[src/hdl/lane_ctrl_pkg.sv]
package lane_ctrl_pkg;

	// Input side four-phase receiver
	typedef enum logic [1:0] {
		disp_idle = 2'd0,	// Waiting for req
		disp_ack = 2'd1		// Ack high, waiting for req to fall
	} disp_state_e;

	// Output side packet drain and four-phase sender
	typedef enum logic [2:0] {
		coll_pick = 3'd0,	// Choosing a lane
		coll_read = 3'd1,	// Read issued, RAM data pending
		coll_req = 3'd2,	// out_req high, waiting for ack
		coll_release = 3'd3	// out_req low, waiting for ack to fall
	} coll_state_e;

endpackage

[src/hdl/lane_item_pkg.sv]
package lane_item_pkg;

	// Lane field width, room for up to four lanes
	parameter int lane_id_width = 2;

	// Payload carried by every item
	parameter int payload_width = 16;

	// Item kind, a packet is a run of data items closed by a mark
	typedef enum logic {
		kind_data = 1'b0,	// Item inside a packet
		kind_mark = 1'b1	// Last item of a packet
	} item_kind_e;

	// One item as it travels through the lane buffer, 19 bits
	typedef struct packed {
		logic [lane_id_width-1:0] lane;		// Destination lane
		item_kind_e kind;			// Data or mark
		logic [payload_width-1:0] payload;	// User data
	} lane_item_t;

endpackage

[src/hdl/dual_port_ram.sv]
`timescale 1ns/100ps

module dual_port_ram #(
	parameter int addr_width = 3
) (
	input logic clk,
	input logic wr_en,
	input logic [addr_width-1:0] wr_addr,
	input lane_item_pkg::lane_item_t wr_data,
	input logic rd_en,
	input logic [addr_width-1:0] rd_addr,
	output lane_item_pkg::lane_item_t rd_data
);

	import lane_item_pkg::*;

	localparam int depth = 1 << addr_width;

	lane_item_t mem [depth];	// Storage array

	// Synchronous write port
	always_ff @(posedge clk) begin
		if (wr_en) begin
			mem[wr_addr] <= wr_data;
		end
	end

	// Registered read port, data valid the cycle after the strobe
	always_ff @(posedge clk) begin
		if (rd_en) begin
			rd_data <= mem[rd_addr];
		end
	end

endmodule

[src/hdl/fifo.sv]
`timescale 1ns/100ps

module fifo #(
	parameter int addr_width = 3
) (
	input logic clk,
	input logic rst,
	input logic wr_en,
	input lane_item_pkg::lane_item_t wr_item,
	input logic rd_en,
	output lane_item_pkg::lane_item_t rd_item,
	output logic full,
	output logic empty
);

	localparam int depth = 1 << addr_width;

	logic [addr_width-1:0] wr_ptr;		// Next slot to write
	logic [addr_width-1:0] rd_ptr;		// Next slot to read
	logic [addr_width:0] count;		// Occupancy, one bit wider than the address

	// Write pointer, wraps at depth
	always_ff @(posedge clk or posedge rst) begin
		if (rst) begin
			wr_ptr <= '0;
		end else if (wr_en) begin
			wr_ptr <= wr_ptr + 1'b1;
		end
	end

	// Read pointer
	always_ff @(posedge clk or posedge rst) begin
		if (rst) begin
			rd_ptr <= '0;
		end else if (rd_en) begin
			rd_ptr <= rd_ptr + 1'b1;
		end
	end

	// Simultaneous read and write leaves the count alone
	always_ff @(posedge clk or posedge rst) begin
		if (rst) begin
			count <= '0;
		end else if (wr_en && !rd_en) begin
			count <= count + 1'b1;
		end else if (rd_en && !wr_en) begin
			count <= count - 1'b1;
		end
	end

	assign full = (count == depth[addr_width:0]);	// Whole depth in use
	assign empty = (count == '0);

	// Read port output is the popped item from the cycle after rd_en
	dual_port_ram #(
		.addr_width(addr_width)
	) u_dual_port_ram (
		.clk(clk),
		.wr_en(wr_en),
		.wr_addr(wr_ptr),
		.wr_data(wr_item),
		.rd_en(rd_en),
		.rd_addr(rd_ptr),
		.rd_data(rd_item)
	);

	// Dispatcher must hold off a full lane
	a_no_write_when_full: assert property (
		@(posedge clk) disable iff (rst) full |-> !wr_en
	) else $error("fifo write while full");

	// Collector must only pop a lane that holds data
	a_no_read_when_empty: assert property (
		@(posedge clk) disable iff (rst) empty |-> !rd_en
	) else $error("fifo read while empty");

endmodule

[src/hdl/lane_buffer_top.sv]
`timescale 1ns/100ps

module lane_buffer_top #(
	parameter int lane_count = 4,
	parameter int addr_width = 3
) (
	input logic clk,
	input logic rst,
	input logic in_req,
	output logic in_ack,
	input lane_item_pkg::lane_item_t in_item,
	output logic out_req,
	input logic out_ack,
	output lane_item_pkg::lane_item_t out_item
);

	import lane_item_pkg::*;

	logic [lane_count-1:0] wr_en;		// Per-lane write strobes
	lane_item_t wr_item;			// Shared write data
	logic [lane_count-1:0] full;
	logic [lane_count-1:0] rd_en;		// Per-lane pops
	lane_item_t rd_item [lane_count];	// Per-lane read data
	logic [lane_count-1:0] empty;

	lane_dispatcher #(
		.lane_count(lane_count)
	) u_lane_dispatcher (
		.clk(clk),
		.rst(rst),
		.in_req(in_req),
		.in_ack(in_ack),
		.in_item(in_item),
		.wr_en(wr_en),
		.wr_item(wr_item),
		.full(full)
	);

	// One FIFO per lane
	for (genvar i = 0; i < lane_count; i++) begin : g_lane
		fifo #(
			.addr_width(addr_width)
		) u_fifo (
			.clk(clk),
			.rst(rst),
			.wr_en(wr_en[i]),
			.wr_item(wr_item),
			.rd_en(rd_en[i]),
			.rd_item(rd_item[i]),
			.full(full[i]),
			.empty(empty[i])
		);
	end

	lane_collector #(
		.lane_count(lane_count)
	) u_lane_collector (
		.clk(clk),
		.rst(rst),
		.empty(empty),
		.rd_en(rd_en),
		.rd_item(rd_item),
		.out_req(out_req),
		.out_ack(out_ack),
		.out_item(out_item)
	);

endmodule

[src/hdl/lane_collector.sv]
`timescale 1ns/100ps

module lane_collector #(
	parameter int lane_count = 4
) (
	input logic clk,
	input logic rst,
	input logic [lane_count-1:0] empty,
	output logic [lane_count-1:0] rd_en,
	input lane_item_pkg::lane_item_t rd_item [lane_count],
	output logic out_req,
	input logic out_ack,
	output lane_item_pkg::lane_item_t out_item
);

	import lane_item_pkg::*;
	import lane_ctrl_pkg::*;

	coll_state_e state;
	logic [lane_id_width-1:0] last_lane;	// Lane of the last finished packet
	logic [lane_id_width-1:0] cur_lane;	// Lane being drained
	logic in_packet;			// Mid-packet lock to cur_lane
	logic [lane_id_width-1:0] pick_lane;
	logic pick_found;

	// Round-robin choice at packet boundaries only
	always_comb begin
		int idx;
		idx = 0;
		pick_found = 1'b0;
		pick_lane = cur_lane;
		if (in_packet) begin
			pick_found = !empty[cur_lane];	// Wait on the same lane
		end else begin
			// Descending so the nearest lane after last_lane wins
			for (int k = lane_count; k >= 1; k--) begin
				idx = (int'(last_lane) + k) % lane_count;
				if (!empty[idx]) begin
					pick_found = 1'b1;
					pick_lane = lane_id_width'(idx);
				end
			end
		end
	end

	always_comb begin
		rd_en = '0;
		if (state == coll_pick && pick_found) begin
			rd_en[pick_lane] = 1'b1;	// Single-cycle pop
		end
	end

	always_ff @(posedge clk or posedge rst) begin
		if (rst) begin
			state <= coll_pick;
			last_lane <= lane_id_width'(lane_count - 1);	// Lane 0 goes first
			cur_lane <= '0;
			in_packet <= 1'b0;
			out_req <= 1'b0;
		end else begin
			case (state)
				coll_pick: begin
					if (pick_found) begin
						cur_lane <= pick_lane;
						state <= coll_read;
					end
				end
				coll_read: begin
					out_req <= 1'b1;	// RAM data is in out_item now
					state <= coll_req;
				end
				coll_req: begin
					if (out_ack) begin
						out_req <= 1'b0;
						state <= coll_release;
					end
				end
				coll_release: begin
					if (!out_ack) begin
						if (out_item.kind == kind_mark) begin
							last_lane <= cur_lane;
							in_packet <= 1'b0;
						end else begin
							in_packet <= 1'b1;
						end
						state <= coll_pick;
					end
				end
				default: state <= coll_pick;
			endcase
		end
	end

	// Output payload register
	always_ff @(posedge clk) begin
		if (state == coll_read) begin
			out_item <= rd_item[cur_lane];
		end
	end

	a_out_item_stable: assert property (
		@(posedge clk) disable iff (rst) out_req && $past(out_req) |-> $stable(out_item)
	) else $error("out_item changed while out_req high");

endmodule

[src/hdl/lane_dispatcher.sv]
`timescale 1ns/100ps

module lane_dispatcher #(
	parameter int lane_count = 4
) (
	input logic clk,
	input logic rst,
	input logic in_req,
	output logic in_ack,
	input lane_item_pkg::lane_item_t in_item,
	output logic [lane_count-1:0] wr_en,
	output lane_item_pkg::lane_item_t wr_item,
	input logic [lane_count-1:0] full
);

	import lane_ctrl_pkg::*;

	disp_state_e state;
	logic [lane_count-1:0] lane_sel;	// One-hot target lane of in_item
	logic accept;				// Item can go into its lane this cycle

	always_comb begin
		lane_sel = '0;
		lane_sel[in_item.lane] = 1'b1;
	end

	assign accept = (state == disp_idle) && in_req && !full[in_item.lane];

	// Handshake FSM, wr_en pulses once per accepted item
	always_ff @(posedge clk or posedge rst) begin
		if (rst) begin
			state <= disp_idle;
			in_ack <= 1'b0;
			wr_en <= '0;
		end else begin
			wr_en <= '0;
			case (state)
				disp_idle: begin
					if (accept) begin
						wr_en <= lane_sel;
						in_ack <= 1'b1;
						state <= disp_ack;
					end
				end
				disp_ack: begin
					if (!in_req) begin	// Return to zero
						in_ack <= 1'b0;
						state <= disp_idle;
					end
				end
				default: begin
					in_ack <= 1'b0;
					state <= disp_idle;
				end
			endcase
		end
	end

	// Item is captured together with the strobe
	always_ff @(posedge clk) begin
		if (accept) begin
			wr_item <= in_item;
		end
	end

	// A lane number past the lane count is a sender error
	a_lane_in_range: assert property (
		@(posedge clk) disable iff (rst) in_req |-> (in_item.lane < lane_count)
	) else $error("item lane %0d out of range", in_item.lane);

	// Only one FIFO is written per cycle
	a_wr_en_onehot: assert property (
		@(posedge clk) disable iff (rst) $onehot0(wr_en)
	) else $error("more than one lane written");

endmodule

[config.mk]
export PLATFORM = sky130hd
export DESIGN_NAME = lane_buffer_top
export DESIGN_NICKNAME = d
export VERILOG_FILES = /design/src/hdl/lane_ctrl_pkg.sv /design/src/hdl/lane_item_pkg.sv /design/src/hdl/dual_port_ram.sv /design/src/hdl/fifo.sv /design/src/hdl/lane_buffer_top.sv /design/src/hdl/lane_collector.sv /design/src/hdl/lane_dispatcher.sv
export SDC_FILE = /design/constraint.sdc
export NUM_CORES = 1
export LEC_CHECK = 0
export BUFFER_PORTS_ARGS = -buffer_cell sky130_fd_sc_hd__buf_2
export CAP_MARGIN = 30
export CORE_MARGIN = 1.5
export CORE_UTILIZATION = 35
export CTS_CLUSTER_DIAMETER = 80
export DETAILED_ROUTE_END_ITERATION = 7
export PLACE_DENSITY = 0.5
export SETUP_SLACK_MARGIN = 0.2
export SKIP_CTS_REPAIR_TIMING = 1
export SLEW_MARGIN = 20
export SYNTH_ARGS = -nofsm -noshare
export SYNTH_HDL_FRONTEND = slang
export SYNTH_HIERARCHICAL = 1
export SYNTH_SLANG_ARGS = --single-unit
[constraint.sdc]
create_clock -name clk -period 6.15 [get_ports clk]
set_clock_uncertainty 0.15 [all_clocks]
set_input_delay 1.23 -clock clk [delete_from_list [all_inputs] [get_ports clk]]
set_output_delay 1.23 -clock clk [all_outputs]
set_load 0.05 [all_outputs]
==> results of run 1 <==
## worst paths after layout
| check | slack, ns | start | depth (start not counted) | to |
|---|---|---|---|---|
| max in group asynchronous | 4.80 | rst | 2 | g_lane[3].u_fifo/rd_ptr[0] |
| min in group asynchronous | 0.43 | rst | 2 | u_lane_dispatcher/in_ack |
| min | 0.34 | g_lane[3].u_fifo/wr_ptr[2] | 1 | g_lane[3].u_fifo/wr_ptr[2] |
| max | 1.79 | g_lane[3].u_fifo/count[0] | 14 | g_lane[2].u_fifo/count[3] |
| min reg2reg | 0.34 | g_lane[3].u_fifo/wr_ptr[2] | 1 | g_lane[3].u_fifo/wr_ptr[2] |
| max reg2reg | 1.79 | g_lane[3].u_fifo/count[0] | 14 | g_lane[2].u_fifo/count[3] |
## logic make-up (layout without fill, tap and decap cells)
kind of cell | Yosys count | after routing | synth area share [%]
flops | 775 | 775 | 74.98
mux | 272 | 272 | 17.63
simple gates | 148 | 148 | 2.675
buf+inv | 75 | 293 | 1.717
compound gates | 44 | 44 | 1.068
fa+ha+maj | 28 | 28 | 1.240
xor+xnor | 24 | 24 | 0.6850
other cells | 0 | 4 | 0
## per-layer routing
layer	up-vias	global-route usage, %
li1	6014	-
met1	7415	22.23
met2	357	24.36
met3	90	2.834
met4	0	4.185
met5	-	0
## placed cells by master, fill, tap and decap left out, types with 9 or more instances in the layout
cell type	Yosys	final
clkbuf_1	8	23
nand3b_1	9	9
mux2_2	16	16
buf_4	1	70
nor2_2	0	25
nand3_1	14	14
edfxtp_1	722	722
inv_1	18	18
mux2_4	73	73
nand2b_1	14	14
clkinv_1	0	17
mux4_2	137	137
dfrtp_1	51	46
nand2_1	26	26
a21oi_1	11	11
mux4_1	36	36
clkinv_2	0	9
buf_2	29	44
xnor2_1	16	16
ha_1	24	24
clkbuf_16	0	85
## cell usage after synthesis, types with 16 or more instances
| cell | number | area, um^2 |
|---|---|---|
| mux4_1 | 36 | 945.9 |
| xnor2_1 | 16 | 140.1 |
| dfrtp_1 | 51 | 1276 |
| ha_1 | 24 | 300.3 |
| mux4_2 | 137 | 3085 |
| nand2_1 | 26 | 97.59 |
| buf_2 | 29 | 145.1 |
| mux2_4 | 73 | 1096 |
| nor2_1 | 32 | 120.1 |
| inv_1 | 18 | 67.56 |
| edfxtp_1 | 722 | 21680 |
| mux2_2 | 16 | 180.2 |
## final cells by class
class / count / area (um^2) / area share, %
flip-flops and latches: 775 / 23020 / 65.09
repair buffers: 119 / 812.0 / 2.296
inverters: 19 / 71.32 / 0.2017
clock inverters: 45 / 451.7 / 1.277
diodes: 4 / 10.01 / 0.02831
multi-input cells: 516 / 7313 / 20.68
clock buffers: 110 / 2241 / 6.337
well taps: 1155 / 1445 / 4.087
## worst register-to-register path, cell delays in order, from the launching register on
cell and delay, ns:
dfrtp_1 0.46, nor4_1 0.40, buf_4 0.24, and3b_1 0.19, o32ai_1 0.43, a32oi_1 0.31, nor4b_4 0.30, buf_4 0.35
inv_1 0.08, ha_1 0.25, inv_1 0.16, ha_1 0.31, or4_1 0.42, nand3_1 0.10, o211ai_1 0.08
## per-stage QoR
step / util, % / power, uW / instances / hold WS [ns] / worst slack (ns)
3_3_place_gp: 37.56 / 11230 / 2578 / 0.3304 / 1.642
4_1_cts: 40.70 / 16310 / 2735 / 0.3423 / 1.711
3_5_place_dp: 37.60 / 11330 / 2580 / 0.3288 / 1.741
5_1_grt: 40.75 / 16770 / 2739 / 0.3746 / 1.501
6_report: 40.76 / 16080 / 2743 / 0.3445 / 1.792
2_1_floorplan: - / 10050 / 1366 / 0.3077 / 0.9521
## registers in the layout, summed over array words and instances, names as in the netlist
register / count
g_lane.u_fifo/u_dual_port_ram/mem: 608
g_lane.u_fifo/u_dual_port_ram/rd_data: 76
u_lane_collector/out_item: 19
u_lane_dispatcher/wr_item: 19
g_lane.u_fifo/count: 16
g_lane.u_fifo/rd_ptr: 12
g_lane.u_fifo/wr_ptr: 12
u_lane_dispatcher/wr_en: 4
u_lane_collector/cur_lane: 2
u_lane_collector/last_lane: 2
u_lane_collector/state: 2
u_lane_collector/in_packet: 1
u_lane_collector/out_req: 1
u_lane_dispatcher/in_ack: 1
## where the power goes
part	total [uW]	internal, uW	switching, uW
registers	6870	6450	423
logic	4260	2000	2260
clock network	4950	2910	2030
==> flow_summary.ini, run 1 <==
[yosys]
synth-edff-count = 722
syn_inst = 1366
synth_seq_cells = 775
synth.net_count = 1417
async_flop_share_pct = 6.839
synth-main-ff-cell = edfxtp_1
yosys.cell_types.count = 62
ys_warn_count = 6
syn_area_um2 = 30690
ys_seq_area_share_pct = 74.98
synth.avg_cell_area_um2 = 22.46

[setup_path]
max_stage_delay_ns = 0.46
crit_arrival_ns = 4.71
crit_buf_inv = 4
cp_max_fo = 23
path_delay_family = simple AND/OR/NAND/NOR gates
crit_required_ns = 6.50
path_class = flop to flop
crit_chain = nor4_1 > buf_4 > and3b_1 > o32ai_1 > a32oi_1 > nor4b_4 > buf_4 > inv_1 > ha_1 > inv_1 > ha_1 > or4_1 > nand3_1 > o211ai_1
startpoint_type = flop
cp_slowest_cell = dfrtp_1
cp-end-kind = flop

[routing]
via_count = 13880
wl_per_cell_um = 25.15
met1_length_um = 31210
drt-initial-drc-count = 1082
wirelength_um = 68980
drc = 0
met2_wirelength_um = 32610
wl_met3_um = 3895
final_antenna_net_count = 0
drt_pre_antenna_iters = 5
dr.max_layer_used = met4
post_drt_via_cell_ratio = 5.059

[final_layout]
fill_cells = 7635
area_growth_pct = 15.23
finalNetCount = 1566
drive_gt1_share_pct = 32.45
fin_area_um2 = 35360

[run_status]
status = finished, final reports clean

[timing]
setup_viol = 0
finalCriticalPeriod_ns = 4.358
finalSetupTns_ns = 0
slew_headroom_pct = 41.33
min_period_over_period_pct = 70.86
slew_viol_final = 0
finalHoldViolCount = 0
worst_pin_slew_ns = 0.8753
rsz0062_at_grt = false
fmax_ghz = 0.2295

[grt]
grt_max_degree = 41
grt_pass1_wl_um = 99260
grt_usage_pct = 15.49
grt-ovfl-total = 0
grt_pass1_vias = 14320
antenna_found_initial = 10

[power_and_ir_drop]
irDropWorstVdd_v = 0.0002942
power_leakage_uw = 0.01158
power.density_nw_per_um2 = 454.8

[place]
numPortBuffers = 43
placed_area_um2 = 32620
post-dp-hpwl_um = 41090
finalWeightedCongestion = 0.7915

[floorplanning]
rows = 108
placeableCoreArea_um2 = 86750
pin_count = 44
dieArea_um2 = 89460
dieWidth_um = 299.1
die_y_um = 299.1
start_util_pct = 35.37

[run]
cap_viol_max_count = 0

[clock_tree]
cts_sinks = 775
path_clk_slew_ns = 0.06
cts-htree-levels = 3
clock_latency_ns = 0.62
cts_root_buf = clkbuf_16
tritoncts = yes
clk_path_buf_depth = 3
cts_buffers = 84

[min_path]
hold_class = flop to flop
No activity file was read; power rests on OpenSTA's default activity.
==> run 2, diff against run 1 <==
Clock period 6.15 ns to 3.9 ns, I/O delays scaled along.
==> run 2 against run 1 <==
Die area is the same. Critical path depth unchanged. Flip-flop and latch count is the same. Wire length grew 1.0%. Largest cell class unchanged. Combinational power is 59% higher. Clock power rose by 54%. Largest power group unchanged. Non-clock buffer count up 5. Via count grew 0.50%. First-iteration DRC count is 8.6% higher. Setup slack worse by 1.5 ns.
==> flow_summary.ini, run 2 (same netlist as run 1, synthesis figures left out) <==
[setup_path]
crit_chain = nor4_4 > clkdlybuf4s15_2 > mux2i_1 > o211a_1 > o311ai_4 > buf_4 > nor4b_4 > inv_1 > ha_4 > inv_4 > ha_1 > a21oi_1 > mux2i_1 > o211ai_1
cp_slowest_cell = dfrtp_2
cp-end-kind = flop
path_class = flop to flop
crit_buf_inv = 4
path_delay_family = compound AO/OA/AOI/OAI gates
cp_common_cell = mux2i_1
crit_arrival_ns = 3.93
cp_max_fo = 6
startpoint_type = flop
crit_required_ns = 4.23
max_stage_delay_ns = 0.47

[place]
numPortBuffers = 43
post-dp-hpwl_um = 42570
finalWeightedCongestion = 0.7566

[clock_tree]
tritoncts = yes
clock_latency_ns = 0.63
cts_buffers = 81
cts_root_buf = clkbuf_16
cts_sinks = 775
cts-htree-levels = 3
clk_path_buf_depth = 3
path_clk_slew_ns = 0.06

[routing]
via_count = 13950
drt-initial-drc-count = 1175
drc = 0
wirelength_um = 69690
dr.max_layer_used = met5
wl_per_cell_um = 25.42
wl_met3_um = 3171
met1_length_um = 31510
drt_pre_antenna_iters = 5
final_antenna_net_count = 0
post_drt_via_cell_ratio = 5.086
met2_wirelength_um = 33310

[grt]
grt_usage_pct = 15.66
grt_max_degree = 41
grt-ovfl-total = 0
antenna_found_initial = 9
grt_pass1_vias = 14440
grt_pass1_wl_um = 100500

[power_and_ir_drop]
power_frac_seq_pct = 43.6
power_leakage_uw = 0.01164
power.density_nw_per_um2 = 715.0
irDropWorstVdd_v = 0.0004108
pwr-share-comb_pct = 26.6
swShare_pct = 29.41
p_int_uw = 17990
p_sw_uw = 7497
p_clk_share_pct = 29.8
power_uw = 25490

[final_layout]
layout_commonest_cell = edfxtp_1
largest_reg_flops = 608
reg_top3 = g_lane.u_fifo/u_dual_port_ram/mem (608), g_lane.u_fifo/u_dual_port_ram/rd_data (76)
drive_gt1_share_pct = 34.24
post-route-util_pct = 41.09
fill_cells = 7609
layout_common_cells = 722 x edfxtp_1, 137 x mux4_2, 84 x clkbuf_16
finalNetCount = 1568
regMostFlops = g_lane.u_fifo/u_dual_port_ram/mem
area_growth_pct = 16.17

[floorplanning]
die_y_um = 299.1
dieWidth_um = 299.1
placeableCoreArea_um2 = 86750
pin_count = 44
dieArea_um2 = 89460
rows = 108
start_util_pct = 35.37

[timing]
slew_viol_final = 0
min_period_over_period_pct = 92.38
fmax_ghz = 0.2776
rsz0062_at_grt = false
setup_viol = 0
worst_pin_slew_ns = 0.8975
finalCriticalPeriod_ns = 3.603
slew_headroom_pct = 40.16
finalHoldViolCount = 0

[min_path]
hold_class = input port to async pin

[run_status]
status = finished, final reports clean

[run]
cap_viol_max_count = 0
==> run 2: worst register-to-register path: cells and delay by family, from the launching register on <==
family | cells | cell delay, ns
buffers and inverters | 4 | 0.67
DFF | 1 | 0.47
muxes | 2 | 0.34
adders and majority gates | 2 | 0.44
and+or+nand+nor | 2 | 0.56
AOI/OAI and AO/OA | 4 | 0.83
==> run 2: worst paths after layout <==
path,start,slack [ns],end,cells past startpoint
setup / recovery,g_lane[3].u_fifo/count[0],0.30,g_lane[3].u_fifo/count[3],14
hold / removal,rst,0.02,u_lane_dispatcher/wr_en[0],2
setup reg to reg,g_lane[3].u_fifo/count[0],0.30,g_lane[3].u_fifo/count[3],14
hold reg to reg,g_lane[3].u_fifo/wr_ptr[2],0.35,g_lane[3].u_fifo/wr_ptr[2],1
max in group asynchronous,rst,2.99,g_lane[2].u_fifo/count[2],2
min in group clk,in_item[10],0.17,u_lane_dispatcher/wr_item[10],1
==> run 2: area by class of cell <==
| type | instances | area [um^2] | share of cell area (%) |
|---|---|---|---|
| multi-input cells | 516 | 7545 | 21.17 |
| well taps | 1155 | 1445 | 4.054 |
| inverters | 19 | 76.32 | 0.2141 |
| flip-flops and latches | 775 | 23020 | 64.58 |
| diodes | 4 | 10.01 | 0.02808 |
| clock buffers | 112 | 2257 | 6.332 |
| repair buffers | 124 | 927.1 | 2.601 |
| clock inverters | 37 | 364.1 | 1.021 |
==> run 2: metal layers <==
metal  global-route usage, %  vias up
li1                        -     6025
met1                   21.88     7493
met2                   25.15      319
met3                   2.703      107
met4                   4.786        2
met5                       0        -
==> run 2: through the flow <==
stage	TNS [ns]	setup WS [ns]	cells	hold WS, ns	instance area, um^2
after floorplan	-0.5420	-0.1823	1366	0.3077	30890
after global placement	0	0.2166	2574	0.3306	32760
after detailed placement	0	0.09362	2579	0.3330	32850
after CTS	0	0.05351	2728	-0.01810	35470
after global routing	0	0.1713	2738	0.01883	35640
final	0	0.2971	2742	0.01691	35650
==> run 2: power by group through the flow <==
| stage | Sequential, uW | Combinational [uW] | Clock (uW) |
|---|---|---|---|
| after floorplan | 11100 | 4950 | 0 |
| after global placement | 11300 | 6600 | 0 |
| after detailed placement | 11300 | 6760 | 0 |
| after CTS | 11100 | 6780 | 7820 |
| after global routing | 11200 | 7270 | 8110 |
| final | 11100 | 6780 | 7600 |
==> run 3, diff against run 2 <==
Settings changed: ABC_AREA from default to 1.
==> run 3 against run 2 <==
Setup slack gained 0.24 ns. Clock-buffer cell count rose by 10. Combinational power increased by 17%. First-iteration DRC count up 52%. Highest routed layer is now met4. Clock power increased by 3.8%. Register-to-register slack better by 0.24 ns. Critical path depth rose by 8. Flip-flop and latch count is the same. Total power increased by 4.9%. Critical path type unchanged. Fmax is 7.1% higher. Via count up 53%.
==> flow_summary.ini, run 3 <==
[run_status]
status = finished, final reports clean

[min_path]
hold_start = in_item[9]
whs_path_depth = 1
hold_class = input port to flop

[yosys]
yosys.cell_types.count = 37
async_flop_share_pct = 6.839
synth.net_count = 3358
synth_common_cells = 1139 x nand2_1, 722 x edfxtp_1, 672 x inv_1
syn_area_um2 = 33920
ys_seq_area_share_pct = 67.84
synth_top_area_share_pct = 63.92
syn_inst = 3307
synthXorXnorAreaFrac_pct = 0.6197
synth-compound-area-share_pct = 1.343
yosysTopAreaCell = edfxtp_1
synth.avg_cell_area_um2 = 10.26
synthSimpleGateAreaFrac_pct = 19.05
synth_area_leaders = edfxtp_1 64%, nand2_1 13%, inv_1 7.4%
synth_top_family_by_area = simple AND/OR/NAND/NOR gates
synth_seq_cells = 775
yosys.area_share.adder_pct = 1.121
synth.most_common_cell = nand2_1
ys_warn_count = 6
synth-edff-count = 722
synth-main-ff-cell = edfxtp_1
synth_mux_area_share_pct = 0.1328

[final_layout]
layout_common_cells = 1139 x nand2_1, 722 x edfxtp_1, 672 x inv_1
reg_top3 = g_lane.u_fifo/u_dual_port_ram/mem (608), g_lane.u_fifo/u_dual_port_ram/rd_data (76)
drive_gt1_share_pct = 9.010
final_cells = 4753
area_growth_pct = 13.51
layout_commonest_cell = nand2_1
regMostFlops = g_lane.u_fifo/u_dual_port_ram/mem
fill_cells = 9521
finalNetCount = 3455
largest_reg_flops = 608

[clock_tree]
cts_root_buf = clkbuf_16
cts_buffers = 88
clk_path_buf_depth = 3
tritoncts = yes
cts_sinks = 775
clock_latency_ns = 0.64
path_clk_slew_ns = 0.06
cts-htree-levels = 3

[setup_path]
crit_arrival_ns = 3.74
path_class = flop to flop
r2r-end = g_lane[1].u_fifo/count[3]
reg2reg_slack_ns = 0.53
startpoint_type = flop
crit_required_ns = 4.27
cp-endpoint = g_lane[1].u_fifo/count[3]
ff2ff_path_depth = 22
crit_start = g_lane[2].u_fifo/count[0]
worstReg2RegStart = g_lane[2].u_fifo/count[0]
cp_max_fo = 5
cp-end-kind = flop

[floorplanning]
dieWidth_um = 314.3
placeableCoreArea_um2 = 96420
dieArea_um2 = 98780
pin_count = 44
die_y_um = 314.3
rows = 114
start_util_pct = 35.18

[run]
cap_viol_max_count = 0

[power_and_ir_drop]
irDropWorstVdd_v = 0.0003934
power_leakage_uw = 0.01697
power_uw = 26740
power.density_nw_per_um2 = 694.5

[timing]
fin_ws_ns = 0.5347
setup_viol = 0
worst_pin_slew_ns = 0.9900
finalHoldViolCount = 0
finalSetupTns_ns = 0
whs_ns = 0.1593
slew_viol_final = 0
fmax_ghz = 0.2971
slew_headroom_pct = 34.00
finalCriticalPeriod_ns = 3.365
rsz0062_at_grt = false
min_period_over_period_pct = 86.29

[place]
dp_slack_ns = 0.3273
post-dp-hpwl_um = 52980
finalWeightedCongestion = 0.8256
dp.cells = 4588
numPortBuffers = 43

[grt]
grt-ovfl-total = 0
grt_pass1_wl_um = 128500
grt_usage_pct = 17.57
grt_pass1_vias = 19810
grt_max_degree = 79
antenna_found_initial = 1

[routing]
drc = 0
wirelength_um = 86680
drt_pre_antenna_iters = 5
drt-initial-drc-count = 1790
wl_per_cell_um = 18.24
post_drt_via_cell_ratio = 4.481
final_antenna_net_count = 0
via_count = 21300
-- run 3: layout make-up --
type	instances	area [um^2]	area share [%]
well taps	1276	1597	4.147
inverters	684	2575	6.688
repair buffers	132	929.6	2.415
clock inverters	38	292.8	0.7605
multi-input cells	1723	7651	19.87
clock buffers	122	2434	6.321
diodes	3	7.507	0.01950
flip-flops and latches	775	23010	59.78
-- run 3: critical path, stage by stage, from the launching register on --
cell      delay, ns
dfrtp_1        0.45
or2_1          0.26
nor3_1         0.18
buf_4          0.17
nand2_2        0.05
nand3_1        0.11
nand2_1        0.07
o211ai_1       0.10
nand3b_1       0.10
nand2_1        0.07
nand2_1        0.10
inv_1          0.12
nand2_1        0.07
nor2_2         0.12
inv_1          0.08
ha_1           0.19
inv_1          0.13
ha_1           0.30
or2_0          0.22
nand2_1        0.07
nand2_1        0.04
nand3_1        0.07
nand2_1        0.05
-- run 3: report_power, final --
| group | switching [uW] | total (uW) | internal [uW] |
|---|---|---|---|
| Clock | 3280 | 7890 | 4610 |
| Sequential | 587 | 10900 | 10300 |
| Combinational | 5840 | 7960 | 2120 |
-- run 3: metrics by stage --
step	cell area [um^2]	util [%]
2_1_floorplan	33930	-
5_1_grt	38490	39.92
3_5_place_dp	35710	37.04
3_3_place_gp	35690	37.01
6_report	38500	39.93
4_1_cts	38440	39.87
-- run 3: worst min path at each step --
| stage | endpoint | slack (ns) |
|---|---|---|
| floorplan | g_lane[2].u_fifo/rd_ptr[0] | 0.32 |
| global placement | g_lane[1].u_fifo/wr_ptr[0] | 0.37 |
| detailed placement | u_lane_dispatcher/in_ack | 0.37 |
| CTS | u_lane_dispatcher/wr_en[0] | -0.04 |
| global route | u_lane_dispatcher/wr_item[11] | 0.12 |
| finish | u_lane_dispatcher/wr_item[9] | 0.16 |
-- run 3: cell families after synthesis --
logic type	count (synthesis)
and+or+nand+nor	1587
buffers and inverters	809
DFF	775
AOI/OAI and AO/OA	80
adders and majority gates	28
xor gates and xnor gates	24
muxes	4
-- run 3: layer usage --
| metal | global-route usage, % | vias up | part of all wire (%) |
|---|---|---|---|
| met3 | 2.385 | 102 | 4.7 |
| li1 | - | 10630 | - |
| met5 | 0 | - | 0 |
| met4 | 5.578 | 0 | 2.5 |
| met2 | 26.20 | 413 | 44 |
| met1 | 26.40 | 10160 | 49 |
